==> config.mk <==
export PLATFORM = sky130hd
export DESIGN_NAME = stream_xbar
export DESIGN_NICKNAME = d
export VERILOG_FILES = /design/src/xbar_pkg.sv /design/src/stream_demux.sv /design/src/rr_arbiter.sv /design/src/spill_register.sv /design/src/stream_xbar.sv
export SDC_FILE = /design/constraint.sdc
export NUM_CORES = 1
export LEC_CHECK = 0
export ABC_AREA = 0
export BUFFER_PORTS_ARGS = -buffer_cell sky130_fd_sc_hd__buf_2
export CAP_MARGIN = 20
export CORE_MARGIN = 5
export CORE_UTILIZATION = 58
export CTS_CLUSTER_SIZE = 25
export DETAILED_ROUTE_END_ITERATION = 8
export PLACE_DENSITY = 0.81
export SYNTH_ARGS = -nofsm -noshare
export SYNTH_HDL_FRONTEND = slang
export SYNTH_SLANG_ARGS = --single-unit
==> constraint.sdc <==
create_clock -name clk_i -period 4.4 [get_ports clk_i]
set_input_delay 0.44 -clock clk_i [delete_from_list [all_inputs] [get_ports clk_i]]
set_output_delay 0.44 -clock clk_i [all_outputs]
set_load 0.005 [all_outputs]
==> src/xbar_pkg.sv <==
// Stream crossbar size constants.
// Holds the port counts and field widths that the demultiplexers, the
// arbiters, the spill registers and the top level all have to agree on.
// The select and index widths are derived, so only the counts and the
// payload width are meant to be edited.

package xbar_pkg;

  // Number of input streams entering the crossbar.
  localparam int unsigned NUM_INP = 4;

  // Number of output streams leaving the crossbar.
  localparam int unsigned NUM_OUT = 4;

  // Width of one payload word in bits.
  // The payload is carried through unchanged from input to output.
  localparam int unsigned DATA_W = 16;

  // Width of the output select that travels with every input word.
  // A single output still needs one select bit to keep the port legal.
  localparam int unsigned SEL_W = (NUM_OUT > 1) ? $clog2(NUM_OUT) : 1;

  // Width of the input index reported alongside every output word.
  // It names the input that the word was taken from.
  localparam int unsigned IDX_W = (NUM_INP > 1) ? $clog2(NUM_INP) : 1;

  // With four inputs and four outputs both derived widths come out as
  // two bits, which matches the 2-bit select of the input streams.
  // Every select value is then a real output, so the demultiplexers
  // never see an out-of-range select.
  // The arbiters count their rotating pointer modulo NUM_INP, so a count
  // that is not a power of two would still wrap correctly.
  // The widths above are used in the module headers as scoped names and
  // in the module bodies through a wildcard import.

endpackage

==> src/stream_demux.sv <==
// Stream demultiplexer for one crossbar input.
// Turns the output select of the input into a one-hot request towards
// the output arbiters and returns the grant of the selected output.

`timescale 1ns/1ps

module stream_demux (
  input  logic                        inp_valid_i,
  input  logic [xbar_pkg::SEL_W-1:0]  inp_sel_i,
  output logic                        inp_ready_o,
  output logic [xbar_pkg::NUM_OUT-1:0] oup_valid_o,
  input  logic [xbar_pkg::NUM_OUT-1:0] oup_ready_i
);

  import xbar_pkg::*;

  // Only the selected output sees a request.
  // All other request bits stay low, so an input never competes for an
  // output that it does not address.
  always_comb begin
    for (int unsigned j = 0; j < NUM_OUT; j++) begin
      oup_valid_o[j] = inp_valid_i && (inp_sel_i == SEL_W'(j));
    end
  end

  // The input is ready exactly when the selected output grants it.
  // The arbiter only grants a requesting input, so a high ready here
  // always coincides with a high valid on the same input.
  // The select is held stable by the source while valid waits for ready,
  // so the returned grant belongs to the word that is being offered.
  assign inp_ready_o = oup_ready_i[inp_sel_i];

  // This block holds no state.
  // Its request output follows valid and select in the same cycle, and
  // its ready follows the arbiter grant in the same cycle.
  // The arbiters decide combinationally from these requests, so the
  // decode adds no cycle to the path from input to output.
  // Ready is never a function of this input's own valid alone, which
  // keeps the handshake free of loops through the decode stage.
  // A source that drops valid without a transfer is outside the stream
  // rule and is not guarded against here.

endmodule

==> src/rr_arbiter.sv <==
// Round-robin arbiter for one crossbar output.
// Picks one of the requesting inputs by rotating priority, locks that
// choice while the output stage is not ready, and forwards the payload
// and the index of the winner.

`timescale 1ns/1ps

module rr_arbiter (
  input  logic                                              clk_i,
  input  logic                                              rst_i,
  input  logic                                              flush_i,
  input  logic [xbar_pkg::NUM_INP-1:0]                      req_i,
  output logic [xbar_pkg::NUM_INP-1:0]                      gnt_o,
  input  logic [xbar_pkg::NUM_INP-1:0][xbar_pkg::DATA_W-1:0] data_i,
  output logic                                              req_o,
  input  logic                                              gnt_i,
  output logic [xbar_pkg::DATA_W-1:0]                       data_o,
  output logic [xbar_pkg::IDX_W-1:0]                        idx_o
);

  import xbar_pkg::*;

  // Priority pointer.
  // The input it names has the highest priority in the next decision.
  logic [IDX_W-1:0] ptr_q;

  // Lock state.
  // While set, the decision stored in lock_idx_q overrides the search.
  logic             lock_q;
  logic [IDX_W-1:0] lock_idx_q;

  // Winner of the current cycle and the pointer value that follows it.
  logic [IDX_W-1:0] win_idx;
  logic [IDX_W-1:0] ptr_nxt;

  // A word moves from the winner into the output stage.
  logic             xfer;

  // Search for the first requesting input at or after the pointer.
  // The loop walks the inputs in rotated order and keeps the first hit.
  // With no request at all the pointer itself is named, which is harmless
  // because its request bit is then low as well.
  always_comb begin : proc_pick
    logic [IDX_W-1:0] cand;
    logic             found;
    found   = 1'b0;
    cand    = ptr_q;
    win_idx = ptr_q;
    for (int unsigned k = 0; k < NUM_INP; k++) begin
      cand = IDX_W'((ptr_q + k) % NUM_INP);
      if (!found && req_i[cand]) begin
        found   = 1'b1;
        win_idx = cand;
      end
    end
    // A locked decision wins over the search.
    // The locked input keeps requesting until its word is taken, so the
    // output stays stable while the output stage is full.
    if (lock_q) begin
      win_idx = lock_idx_q;
    end
  end

  // The output request is the request of the chosen input.
  assign req_o = req_i[win_idx];

  // A transfer into the output stage needs a request and its grant.
  assign xfer = req_o && gnt_i;

  // Only the winner is granted, and only when the output stage accepts.
  // All other inputs see their grant low and keep waiting.
  always_comb begin
    gnt_o          = '0;
    gnt_o[win_idx] = xfer;
  end

  // Payload and source index of the winner.
  assign data_o = data_i[win_idx];
  assign idx_o  = win_idx;

  // Next pointer position is one past the winner, wrapping at the end.
  assign ptr_nxt = (win_idx == IDX_W'(NUM_INP - 1)) ? '0 : win_idx + 1'b1;

  // Pointer and lock registers.
  // Flush behaves like reset for the arbitration state only.
  always_ff @(posedge clk_i) begin
    if (rst_i || flush_i) begin
      ptr_q      <= '0;
      lock_q     <= 1'b0;
      lock_idx_q <= '0;
    end else begin
      if (xfer) begin
        // The winner has been served, so the rotation moves on and the
        // lock is released for the next decision.
        ptr_q  <= ptr_nxt;
        lock_q <= 1'b0;
      end else if (req_o) begin
        // A request is waiting for the output stage.
        // The current winner is held until the transfer happens.
        lock_q     <= 1'b1;
        lock_idx_q <= win_idx;
      end
    end
  end

  // Timing summary.
  // Requests reach the grants in the same cycle, so the decode and the
  // arbitration add no latency.
  // The grant towards the inputs depends on gnt_i, which comes from a
  // register in the output stage, so no combinational loop is formed.
  // With all inputs requesting and gnt_i high every cycle, the pointer
  // steps through the inputs in order and each input is served once per
  // round.
  // An input that stops requesting is skipped on the next decision
  // without costing a cycle.

endmodule

==> src/spill_register.sv <==
// Output spill register for one crossbar output.
// Two registered slots cut the combinational ready path from the output
// port back to the arbiter while still passing one word per cycle.

`timescale 1ns/1ps

module spill_register (
  input  logic                       clk_i,
  input  logic                       rst_i,
  input  logic                       valid_i,
  output logic                       ready_o,
  input  logic [xbar_pkg::DATA_W-1:0] data_i,
  input  logic [xbar_pkg::IDX_W-1:0]  idx_i,
  output logic                       valid_o,
  input  logic                       ready_i,
  output logic [xbar_pkg::DATA_W-1:0] data_o,
  output logic [xbar_pkg::IDX_W-1:0]  idx_o
);

  import xbar_pkg::*;

  // Slot A drives the output port.
  logic              a_full_q;
  logic [DATA_W-1:0] a_data_q;
  logic [IDX_W-1:0]  a_idx_q;

  // Slot B holds a word that arrived while slot A was blocked.
  logic              b_full_q;
  logic [DATA_W-1:0] b_data_q;
  logic [IDX_W-1:0]  b_idx_q;

  // Handshake events of the current cycle.
  logic accept;
  logic drain;
  logic load_a;
  logic load_b;
  logic move_b;

  // Ready towards the arbiter comes straight from a flop.
  // As long as slot B is free, any arriving word has somewhere to go.
  assign ready_o = ~b_full_q;

  assign accept = valid_i && !b_full_q;
  assign drain  = a_full_q && ready_i;

  // A new word goes to slot A when A is empty or is being emptied now.
  // Otherwise it is caught by slot B.
  assign load_a = accept && (!a_full_q || ready_i);
  assign load_b = accept && a_full_q && !ready_i;

  // The word in slot B moves up as soon as slot A drains.
  // No new word is accepted in that cycle, so order is kept.
  assign move_b = b_full_q && drain;

  // Fill flags.
  always_ff @(posedge clk_i) begin
    if (rst_i) begin
      a_full_q <= 1'b0;
      b_full_q <= 1'b0;
    end else begin
      if (load_a || move_b) begin
        a_full_q <= 1'b1;
      end else if (drain) begin
        a_full_q <= 1'b0;
      end
      if (load_b) begin
        b_full_q <= 1'b1;
      end else if (move_b) begin
        b_full_q <= 1'b0;
      end
    end
  end

  // Slot contents.
  // The flags above say which slot holds a valid word.
  always_ff @(posedge clk_i) begin
    if (move_b) begin
      a_data_q <= b_data_q;
      a_idx_q  <= b_idx_q;
    end else if (load_a) begin
      a_data_q <= data_i;
      a_idx_q  <= idx_i;
    end
    if (load_b) begin
      b_data_q <= data_i;
      b_idx_q  <= idx_i;
    end
  end

  // Output port.
  // A word accepted on one edge is visible from the next cycle on.
  assign valid_o = a_full_q;
  assign data_o  = a_data_q;
  assign idx_o   = a_idx_q;

endmodule

==> src/stream_xbar.sv <==
// Fully connected stream crossbar.
// Each input word is steered by its select to one of the outputs, every
// output arbitrates its requesters round-robin, and a spill register per
// output drives the ports together with the index of the source input.

`timescale 1ns/1ps

module stream_xbar (
  input  logic                                              clk_i,
  input  logic                                              rst_i,
  input  logic                                              flush_i,
  input  logic [xbar_pkg::NUM_INP-1:0][xbar_pkg::DATA_W-1:0] data_i,
  input  logic [xbar_pkg::NUM_INP-1:0][xbar_pkg::SEL_W-1:0]  sel_i,
  input  logic [xbar_pkg::NUM_INP-1:0]                      valid_i,
  output logic [xbar_pkg::NUM_INP-1:0]                      ready_o,
  output logic [xbar_pkg::NUM_OUT-1:0][xbar_pkg::DATA_W-1:0] data_o,
  output logic [xbar_pkg::NUM_OUT-1:0][xbar_pkg::IDX_W-1:0]  idx_o,
  output logic [xbar_pkg::NUM_OUT-1:0]                      valid_o,
  input  logic [xbar_pkg::NUM_OUT-1:0]                      ready_i
);

  import xbar_pkg::*;

  // Requests and grants as seen from the input side.
  // Index order is input first, then output.
  logic [NUM_INP-1:0][NUM_OUT-1:0] inp_valid;
  logic [NUM_INP-1:0][NUM_OUT-1:0] inp_ready;

  // The same requests and grants as seen from the output side.
  // Index order is output first, then input.
  logic [NUM_OUT-1:0][NUM_INP-1:0] out_valid;
  logic [NUM_OUT-1:0][NUM_INP-1:0] out_ready;

  // Decode stage with one demultiplexer per input.
  for (genvar i = 0; i < NUM_INP; i++) begin : gen_inp
    stream_demux i_stream_demux (
      .inp_valid_i (valid_i[i]),
      .inp_sel_i   (sel_i[i]),
      .inp_ready_o (ready_o[i]),
      .oup_valid_o (inp_valid[i]),
      .oup_ready_i (inp_ready[i])
    );

    // Transpose the handshake between the two sides of the crossbar.
    for (genvar j = 0; j < NUM_OUT; j++) begin : gen_cross
      assign out_valid[j][i] = inp_valid[i][j];
      assign inp_ready[i][j] = out_ready[j][i];
    end
  end

  // Execute and result stages with one arbiter and one spill register
  // per output.
  for (genvar j = 0; j < NUM_OUT; j++) begin : gen_oup
    logic              arb_valid;
    logic              arb_ready;
    logic [DATA_W-1:0] arb_data;
    logic [IDX_W-1:0]  arb_idx;

    // Every arbiter sees all input payloads and picks one of them.
    rr_arbiter i_rr_arbiter (
      .clk_i   (clk_i),
      .rst_i   (rst_i),
      .flush_i (flush_i),
      .req_i   (out_valid[j]),
      .gnt_o   (out_ready[j]),
      .data_i  (data_i),
      .req_o   (arb_valid),
      .gnt_i   (arb_ready),
      .data_o  (arb_data),
      .idx_o   (arb_idx)
    );

    // The spill register drives the output port of this lane.
    spill_register i_spill_register (
      .clk_i   (clk_i),
      .rst_i   (rst_i),
      .valid_i (arb_valid),
      .ready_o (arb_ready),
      .data_i  (arb_data),
      .idx_i   (arb_idx),
      .valid_o (valid_o[j]),
      .ready_i (ready_i[j]),
      .data_o  (data_o[j]),
      .idx_o   (idx_o[j])
    );
  end

endmodule

Word-level counts from Yosys, hierarchy flattened
Index checks and enable logic that the tools add are counted.
{"block": "op_classes", "bitwise": 12, "n_addsub": 16, "n_mux": 128, "eq_ne": 16, "n_lt_le_gt_ge": 28, "reduce_logical": 117}
{"operator": "16-bit two-way mux", "count": 12}
{"operator": "16-bit binary-select mux with 2-bit select", "count": 4}
{"operator": "2-bit by 3-bit less-than comparator with 1-bit output (second input constant)", "count": 24}
{"operator": "1-bit logical AND", "count": 60}
{"operator": "1-bit two-way mux", "count": 56}
{"operator": "2-bit two-way mux", "count": 28}
{"operator": "1-bit binary-select mux with 2-bit select", "count": 24}
{"operator": "2-bit equality test (second input constant)", "count": 12}
{"operator": "1-bit logical NOT", "count": 24}
{"operator": "2-bit nonzero test", "count": 12}
{"operator": "2-bit by 1-bit adder with 2-bit output (second input constant)", "count": 8}
{"operator": "2-bit adder (second input constant)", "count": 8}
{"operator": "4-bit bitwise AND", "count": 4}
{"operator": "1-bit logical OR", "count": 9}
{"operator": "1-bit demux with 2-bit select", "count": 4}
{"operator": "2-bit by 1-bit equality test with 1-bit output (second input constant)", "count": 4}
{"operator": "2-bit by 1-bit greater-or-equal comparator with 1-bit output (second input constant)", "count": 4}
{"operator": "2-bit logical NOT", "count": 4}
{"operator": "1-bit inverter", "count": 8}
{"operator": "2-bit AND reduction", "count": 4}
{"operator": "2-bit OR reduction", "count": 4}
{"block": "totals", "regBits": 172, "in_bits": 83, "out_inout_bits": 80, "wordCells": 353}

Longest topological paths before layout
Gate-level depths: netlist (run 1).
{"block": "depth", "depth_word": 22, "mapped_depth": 15, "mapped_depth_nobuf": 11}

Cells and area by module
From an unflattened synthesis (run 1), not the netlist that was laid out.
{"block": "hier_totals", "hier_cells": 840, "area_unflattened_um2": 9994.6}
{"mod": "spill_register", "area_per_inst_um2": 1442.6, "cells_per_inst": 68, "instances": 4, "seq_area_each_um2": 1121.1}
{"mod": "rr_arbiter", "area_per_inst_um2": 998.5, "cells_per_inst": 137, "instances": 4, "seq_area_each_um2": 100.1}
{"mod": "stream_demux", "area_per_inst_um2": 57.6, "cells_per_inst": 5, "instances": 4, "seq_area_each_um2": 0.0}

Worst setup path before layout (run 1)
No wires, ideal clock.
{"block": "synth_timing", "kind": "input-to-reg", "start": "input port sel_i[5] (netlist bit)", "end": "register gen_oup[0].i_spill_register.b_data_q[0] (enable)", "required_ps": 3980, "arrival_time_ps": 3375, "cell_stages": 8, "setup_time_ps": 420, "n_path_buf": 1, "setup_slack_ps": 605, "cell_sequence": "buf_2 > or3b_4 > a211oi_1 > a311oi_1 > a22oi_2 > mux2_4 > nand2b_1 > nor3b_1"}
{"block": "synth_via", "elab_chain_cells": 20, "elab_cells_between_ends": 28, "classes_between": "mux (17); reduce/logical (11)"}
{"item": "start, declared", "line_no": "stream_xbar.sv:13", "source": "input logic [xbar_pkg::NUM_INP-1:0][xbar_pkg::SEL_W-1:0] sel_i,"}
{"item": "2-bit logical NOT *", "line_no": "stream_demux.sv:22", "source": "oup_valid_o[j] = inp_valid_i && (inp_sel_i == SEL_W'(j));"}
{"item": "1-bit logical AND *", "line_no": "stream_demux.sv:22"}
{"item": "1-bit binary-select mux with 2-bit select", "line_no": "rr_arbiter.sv:51", "source": "if (!found && req_i[cand]) begin"}
{"item": "1-bit two-way mux (implied by the code)", "line_no": "rr_arbiter.sv:51"}
{"item": "1-bit two-way mux", "line_no": "rr_arbiter.sv:51"}
{"item": "1-bit logical NOT", "line_no": "rr_arbiter.sv:51"}
{"item": "1-bit logical AND", "line_no": "rr_arbiter.sv:51"}
{"item": "1-bit two-way mux", "line_no": "rr_arbiter.sv:51"}
{"item": "(+4 left out)"}
{"item": "1-bit logical AND", "line_no": "rr_arbiter.sv:51"}
{"item": "2-bit two-way mux", "line_no": "rr_arbiter.sv:51"}
{"item": "2-bit two-way mux", "line_no": "rr_arbiter.sv:59", "source": "if (lock_q) begin"}
{"item": "1-bit binary-select mux with 2-bit select *", "line_no": "rr_arbiter.sv:65", "source": "assign req_o = req_i[win_idx];"}
{"item": "1-bit two-way mux (implied by the code) *", "line_no": "rr_arbiter.sv:65"}
{"item": "1-bit logical AND *", "line_no": "spill_register.sv:43", "source": "assign accept = valid_i && !b_full_q;"}
{"item": "1-bit logical AND * (2 in a row)", "line_no": "spill_register.sv:49", "source": "assign load_b = accept && a_full_q && !ready_i;"}
{"item": "named net gen_oup[0].i_spill_register.load_b", "line_no": "spill_register.sv:36", "source": "logic load_b;"}
{"item": "end signal, assigned", "line_no": "spill_register.sv:85", "source": "b_data_q <= data_i;"}
{"item": "end, declared", "line_no": "spill_register.sv:29", "source": "logic [DATA_W-1:0] b_data_q;"}
The timed path passes the listed nets; every way through them passes the cells marked *. The select of a mux whose other input is x is not followed.
A chain may end at the register's enable or synchronous reset.

Worst setup path in the final report (run 1)
{"block": "layout_timing", "start": "register gen_oup[0].i_rr_arbiter.ptr_q[1]", "end": "output port ready_o[3] (netlist bit)"}
{"block": "layout_via", "elab_chain_cells": 20, "elab_cells_between_ends": 35, "classes_between": "add/sub (3); order compare (2); mux (21); bitwise (1); reduce/logical (8)"}
{"item": "start, declared", "line_no": "rr_arbiter.sv:25", "source": "logic [IDX_W-1:0] ptr_q;"}
{"item": "start signal, assigned", "line_no": "rr_arbiter.sv:95", "source": "ptr_q <= ptr_nxt;"}
{"item": "branches (longest 11 deep; another with 2-bit by 1-bit adder with 2-bit output)"}
{"item": "2-bit two-way mux *", "line_no": "rr_arbiter.sv:51"}
{"item": "2-bit two-way mux *", "line_no": "rr_arbiter.sv:59"}
{"item": "2-bit by 3-bit less-than comparator with 1-bit output (implied by the code) / 2-bit by 1-bit greater-or-equal comparator with 1-bit output (equally long branches)", "line_no": "rr_arbiter.sv:74", "source": "gnt_o[win_idx] = xfer;"}
{"item": "1-bit logical AND (implied by the code)", "line_no": "rr_arbiter.sv:74"}
{"item": "1-bit two-way mux (implied by the code)", "line_no": "rr_arbiter.sv:74"}
{"item": "1-bit demux with 2-bit select"}
{"item": "4-bit bitwise AND (no source line) *"}
{"item": "1-bit binary-select mux with 2-bit select *", "line_no": "stream_demux.sv:31", "source": "assign inp_ready_o = oup_ready_i[inp_sel_i];"}
{"item": "1-bit two-way mux (implied by the code) *", "line_no": "stream_demux.sv:31"}
{"item": "end, declared", "line_no": "stream_xbar.sv:15", "source": "output logic [xbar_pkg::NUM_INP-1:0] ready_o,"}
Mark *: on every way between the ends. The select of a mux whose other input is x is not followed.

==> metrics, run 1 <==
minimum clock period roughly 3.7 ns; Post-synth EDFFs 144; IO buf count 162; total CTS buffers 17; final instance area 11700 µm²; GP Congestion 0.946; WHS 0.256 ns; worst r2r src gen_oup[1].i_rr_arbiter.ptr_q[0]; Total Power 4.28 mW; fin util 67.4%; Synth Instances about 860; synth warn 0; vias in the first global route 7312; Critical Path Fanout Max 12; Final Setup Violations 0; CTS tree built; ys async rst share 0%; Sinks on Clock Net 172; Hold Buf Count CTS 0; Gates resized, CTS repair 0; Synth top area share 42.3%; Area growth, synth to finish 13.9%; dominant synthesized flop cell edfxtp_1; status finished clean; Final Hold Fails 0; Detailed Routing Iterations Pass 1 8; number of setup buffers added after CTS 0; WL final 27700 µm; Leak Pwr 4.77 nW; Avg Inst Size Synth 11.9 µm²; Top-Level Pins 163; Final Cycle Share 84.5%; largest net degree at the start of global routing 37; TNS Setup 0 ns; FF+latch count, synth 172; first-pass GRT wire length 41600 µm; layout cells sized above 1 27.7%; sequential fraction of the synthesis area 47.7%; post-synthesis cell type count 84; CTS HTree Levels 4; unrepaired setup endpoints after global routing no; worst setup path class register to output pin; Worst Skew 0.0105 ns; Worst Setup End Kind output pin; CP endpoint ready_o[3]; Tightest Hold Check Type input port to register; Slew Viols, Final 0; multi-input logic area just under 5000 µm²; worst r2r dst gen_oup[1].i_spill_register.data_o[13]; Row Count 48; number of filler instances in the final layout 1330; Max clock buf depth 2; post-synth top area cell edfxtp_1; die width 143 µm; Cell Pwr Density 368 nW/µm²; Core ar. 17300 µm²; DP HPWL 19700 µm; Clock Pin Slew Worst Setup and Hold Paths 0.07 ns; initial drt markers 936; global route overflow 0; total number of vias 7838; DP Area roughly 11000 µm²; initial antenna violation count 9; CP Data Required Time 3.96 ns; Routed Antenna Nets 0; layout net count about 1100; Synthesized Nets 947; CP Data Arrival Time ~3.3 ns; FF+latch area 4880 µm²; CP Launch Type register; synth top area cells edfxtp_1, mux2i_1, dfxtp_1, mux2_2, a21oi_1; Setup crit start gen_oup[0].i_rr_arbiter.ptr_q[1]; Vias per Instance 6.38; slew of the pin with the lowest slew margin 0.995 ns; GRT Overall Usage 26.3%; R2R depth 7; WL/cell 22.5 µm; die area 20400 µm²; Max VDD drop 0.298 mV; DIE HEIGHT roughly 140 µm; Clk Latency, worst-skew pair 0.43 ns; fmax 269 MHz; Root Driver clkbuf_16; worst rel slew slack roughly a third; Initial Utilization 59.2%; worst reg2reg setup slack about 1.3 ns; DRC viols 0; Max-Cap Viols 0; mapped cell area 10200 µm²
## critical path: stages (launching register included)
cell	delay (ns)
dfxtp_1	0.46
or4b_2	0.77
o311a_4	0.17
a22oi_4	0.22
inv_1	0.10
ha_1	0.20
or4b_2	0.21
a211oi_1	0.05
mux2_2	0.28
a21oi_1	0.12
o211ai_1	0.12
buf_2	0.15
## worst min path at each step
stage | depth (start not counted) | from | slack, ns | to
2_1_floorplan | 2 | gen_oup[2].i_rr_arbiter.lock_idx_q[1] | 0.44 | gen_oup[2].i_rr_arbiter.lock_idx_q[1]
3_3_place_gp | 2 | gen_oup[2].i_rr_arbiter.lock_idx_q[1] | 0.46 | gen_oup[2].i_rr_arbiter.lock_idx_q[1]
3_5_place_dp | 2 | gen_oup[2].i_rr_arbiter.lock_idx_q[1] | 0.47 | gen_oup[2].i_rr_arbiter.lock_idx_q[1]
4_1_cts | 2 | ready_i[1] | 0.24 | gen_oup[1].i_spill_register.b_full_q
5_1_grt | 2 | ready_i[3] | 0.27 | gen_oup[3].i_spill_register.b_full_q
6_report | 2 | ready_i[1] | 0.26 | gen_oup[1].i_spill_register.b_full_q
## cell type report
class / instances / share of cell area (%)
flip-flops and latches: 172 / 41.9
inverters: 21 / 0.741
multi-input cells: 594 / 41.9
diodes: 9 / 0.193
well taps: 225 / 2.42
repair buffers: 176 / 7.86
clock inverters: 15 / 1.33
clock buffers: 17 / 3.65
## logic make-up (layout without fill, tap and decap cells)
family | Yosys count | count (layout) | share of synthesized area, %
adder cells (fa/ha/maj) | 7 | 7 | 0.856
flip-flops | 172 | 172 | 47.7
AND/OR/NAND/NOR | 153 | 153 | 8.71
other | 0 | 9 | 0
AO/OA/AOI/OAI | 189 | 189 | 13.2
multiplexers | 245 | 245 | 24.6
buffers and inverters | 91 | 229 | 4.88
## state kept, by name (all words and copies together) (netlist names)
signal                             flops
gen_oup.i_rr_arbiter.lock_idx_q        8
gen_oup.i_spill_register.b_idx_q       8
gen_oup.i_spill_register.idx_o         8
gen_oup.i_spill_register.valid_o       4
gen_oup.i_rr_arbiter.ptr_q             8
gen_oup.i_spill_register.b_data_q     64
gen_oup.i_spill_register.data_o       64
gen_oup.i_rr_arbiter.lock_q            4
gen_oup.i_spill_register.b_full_q      4
## report_power, final
group	switching, mW	internal, mW	total (mW)
Combinational	0.517	0.366	0.883
Clock	0.707	0.758	1.46
Sequential	0.0362	1.90	1.93
## metal layers
| metal | vias to the layer above | part of all wire (%) | track usage [%] |
|---|---|---|---|
| met5 | - | 0 | 0 |
| met4 | 0 | 2.5 | 9.80 |
| met3 | 43 | 8.6 | 4.15 |
| met2 | 392 | 46 | 38.7 |
| met1 | 3826 | 43 | 39.5 |
| li1 | 3577 | - | - |
## cells in the final DEF (no fill, tap or decap), types with 7 or more instances in the layout
cell type	instances
o211ai_1	8
diode_2	9
buf_2	162
nor2_1	27
nand3b_1	9
clkbuf_16	17
mux2i_1	206
edfxtp_1	144
nand2_1	34
and3_1	11
a21oi_1	52
mux2_2	37
a22oi_1	20
ha_1	7
o21a_1	17
inv_1	19
o21ai_0	17
dfxtp_1	28
buf_4	14
o2bb2ai_1	16
nand3_1	16
## cell usage after synthesis, drive strengths merged (19+ instances only)
cell,count
a22oi,22
mux2i,207
nor2,28
nand2,34
clkbuf,25
inv,21
mux2,38
dfxtp,28
buf,45
o21ai,19
a21oi,53
edfxtp,144
## metrics by stage
stage | instances | setup WS (ns)
global route | 1229 | 0.488
CTS | 1219 | 0.694
finish | 1229 | 0.682
floorplan | 857 | 0.605
detailed placement | 1187 | 0.823
global placement | 1187 | 0.852
Power figures use the tool's default switching activity.
==> run 2, diff against run 1 <==
--- a/config.mk
+++ b/config.mk
@@ -9,10 +9,10 @@
 export BUFFER_PORTS_ARGS = -buffer_cell sky130_fd_sc_hd__buf_2
 export CAP_MARGIN = 20
 export CORE_MARGIN = 5
-export CORE_UTILIZATION = 58
+export CORE_UTILIZATION = 52
 export CTS_CLUSTER_SIZE = 25
 export DETAILED_ROUTE_END_ITERATION = 8
-export PLACE_DENSITY = 0.81
+export PLACE_DENSITY = 0.77
 export SYNTH_ARGS = -nofsm -noshare
 export SYNTH_HDL_FRONTEND = slang
 export SYNTH_SLANG_ARGS = --single-unit
==> constraint.sdc (replaced) <==
create_clock -name clk_i -period 3.3 [get_ports clk_i]
set_input_delay 0.33 -clock clk_i [delete_from_list [all_inputs] [get_ports clk_i]]
set_output_delay 0.33 -clock clk_i [all_outputs]
set_load 0.005 [all_outputs]
==> run 2 against run 1 <==
Against the previous run:
- design area up 2.7%
- global-route usage down 1.7 points
- largest power group unchanged
- sequential share of layout area down 1.1 points
- highest routed layer is now met5
==> metrics, run 2 (synthesized netlist as in run 1, its figures left out) <==
largest net degree at the start of global routing 36 (was 37); Detailed Routing Iterations Pass 1 6 (was 8); Top-Level Pins 163 (unchanged); status finished clean (unchanged); cell count after placement 1252 (was 1187); Final Cycle Share 98.0%; commonest cells after routing, fill and taps aside mux2i_1, buf_2, edfxtp_1 (unchanged); fmax 309 MHz; Critical Path Fanout Max 10 (was 12); Final Hold Fails 0 (unchanged); global route overflow 0 (unchanged); Core ar. 19400 µm² (was 17300 µm²); IO buf count 162 (unchanged); initial antenna violation count 3 (was 9); Root Driver clkbuf_16 (unchanged); Placement Setup Slack 0.0721 ns (was 0.823 ns); Sinks on Clock Net 172 (unchanged); WL final 28200 µm (was 27700 µm); DIE HEIGHT 150 µm (was 143 µm); Area growth, synth to finish 16.9% (was 13.9%); Row Count 51 (was 48); total number of vias 7897 (was 7838); fin util 61.7% (was 67.4%); cells along the critical path o22ai_1, a22oi_1, a22oi_2, inv_1, ha_1, or4b_2, a211oi_1, mux2_2, a21oi_2, o211ai_1, buf_2 (was or4b_2, o311a_4, a22oi_4, inv_1, ha_1, or4b_2, a211oi_1, mux2_2, a21oi_1, o211ai_1, buf_2); Cell Pwr Density 484 nW/µm² (was 368 nW/µm²); Leak Pwr 4.91 nW (was 4.77 nW); first-pass GRT wire length 42600 µm (was 41600 µm); layout net count 1099 (was 1072); R2R depth 9 (was 7); worst rel slew slack 33.7% (was 33.3%); CTS tree built (unchanged); worst reg2reg setup slack 0.53 ns (was 1.25 ns); Max clock buf depth 2 (unchanged); layout cells sized above 1 30.0% (was 27.7%); Worst Skew 0.00642 ns (was 0.0105 ns); hold path depth 2 (unchanged); vias in the first global route 7386 (was 7312); Setup crit start gen_oup[0].i_rr_arbiter.ptr_q[0] (was gen_oup[0].i_rr_arbiter.ptr_q[1]); WL/cell 21.9 µm (was 22.5 µm); Clk Latency, worst-skew pair 0.43 ns (about the same); Slowest-stage cell, CP or4b_2 (unchanged); CP endpoint ready_o[3] (unchanged); Clock Pin Slew Worst Setup and Hold Paths 0.06 ns (was 0.07 ns); CTS HTree Levels 4 (unchanged); unrepaired setup endpoints after global routing no (unchanged); CP Data Required Time 2.97 ns (was 3.96 ns); minimum clock period 3.24 ns; worst r2r src gen_oup[2].i_rr_arbiter.ptr_q[0] (was gen_oup[1].i_rr_arbiter.ptr_q[0]); Max VDD drop 0.370 mV (was 0.298 mV); Tightest Hold Check Type input port to register (unchanged); Initial Utilization 52.8% (was 59.2%); Max stage delay on crit path 0.61 ns (was 0.77 ns); TNS Setup 0 ns (unchanged); die width 150 µm (was 143 µm); Max-Cap Viols 0 (unchanged); worst setup path class register to output pin (unchanged); Vias per Instance 6.13 (was 6.38); GP Congestion 0.934 (was 0.946); most common cell after layout, fill and taps aside mux2i_1 (unchanged); die area 22600 µm² (was 20400 µm²); Slew Viols, Final 0 (unchanged); GRT Overall Usage 24.6% (was 26.3%); CP Launch Type register (unchanged); initial drt markers 790 (was 936); DRC viols 0 (unchanged); slew of the pin with the lowest slew margin 0.994 ns (was 0.995 ns); CP Data Arrival Time 2.91 ns (was 3.28 ns); Worst Setup End Kind output pin (unchanged); post-layout worst setup margin 0.0646 ns (was 0.682 ns); final std cells w/o fill 1288 (was 1229); total CTS buffers 17 (unchanged); Routed Antenna Nets 0 (unchanged); worst r2r dst gen_oup[2].i_spill_register.data_o[14] (was gen_oup[1].i_spill_register.data_o[13]); DP HPWL 20500 µm (was 19700 µm); Final Setup Violations 0 (unchanged)
==> run 2: through the flow <==
stage                     hold WS [ns]  instance area, µm²  power [mW]
final                            0.142               12000        5.79
after global placement           0.460               11400        3.80
after floorplan                  0.430               10300        3.41
after detailed placement         0.480               11400        3.83
after CTS                        0.123               11900        5.80
after global routing             0.142               12000        6.01
==> run 2: cell type report <==
| type | count | area [µm²] |
|---|---|---|
| well taps | 265 | 332 |
| repair buffers | 203 | 1180 |
| inverters | 21 | 86.3 |
| multi-input cells | 594 | 4900 |
| flip-flops and latches | 172 | 4890 |
| diodes | 3 | 7.51 |
| fillers | 1575 | 7430 |
| clock inverters | 13 | 143 |
| clock buffers | 17 | 425 |
==> run 2: critical path: cells and delay by family (launching register included) <==
family,cells,cell delay (ns)
compound gates,6,0.83
simple gates,1,0.61
flops,1,0.45
buf+inv,2,0.24
mux,1,0.20
fa+ha+maj,1,0.14
==> run 2: worst min-delay path by stage <==
stage | from | slack (ns) | end
2_1_floorplan | ready_i[3] | 0.43 | gen_oup[3].i_spill_register.b_full_q
3_3_place_gp | gen_oup[1].i_rr_arbiter.lock_idx_q[0] | 0.46 | gen_oup[1].i_rr_arbiter.lock_idx_q[0]
3_5_place_dp | gen_oup[2].i_rr_arbiter.lock_idx_q[1] | 0.48 | gen_oup[2].i_rr_arbiter.lock_idx_q[1]
4_1_cts | ready_i[3] | 0.12 | gen_oup[3].i_spill_register.b_full_q
5_1_grt | ready_i[3] | 0.14 | gen_oup[3].i_spill_register.b_full_q
6_report | ready_i[3] | 0.14 | gen_oup[3].i_spill_register.b_full_q
==> run 2: timing repair <==
item	CTS	global route
resized for setup	3	3
pin swaps	1	3
endpoints found under the setup margin	1	3
buffers inserted	3	0
hold buffers	0	0
==> run 2: per-layer routing <==
| layer | track usage (%) | up-vias | part of all wire (%) |
|---|---|---|---|
| met4 | 7.82 | 2 | 1.9 |
| met1 | 37.0 | 3825 | 45 |
| li1 | - | 3621 | - |
| met2 | 35.3 | 403 | 44 |
| met3 | 5.33 | 46 | 8.3 |
| met5 | 0 | - | 0.046 |
==> run 2: power by group <==
| part | internal [mW] | total (mW) | leakage, nW | switching [mW] |
|---|---|---|---|---|
| registers | 2.53 | 2.58 | 1.54 | 0.0469 |
| logic | 0.524 | 1.24 | 3.09 | 0.712 |
| clock network | 1.11 | 1.98 | 0.275 | 0.863 |
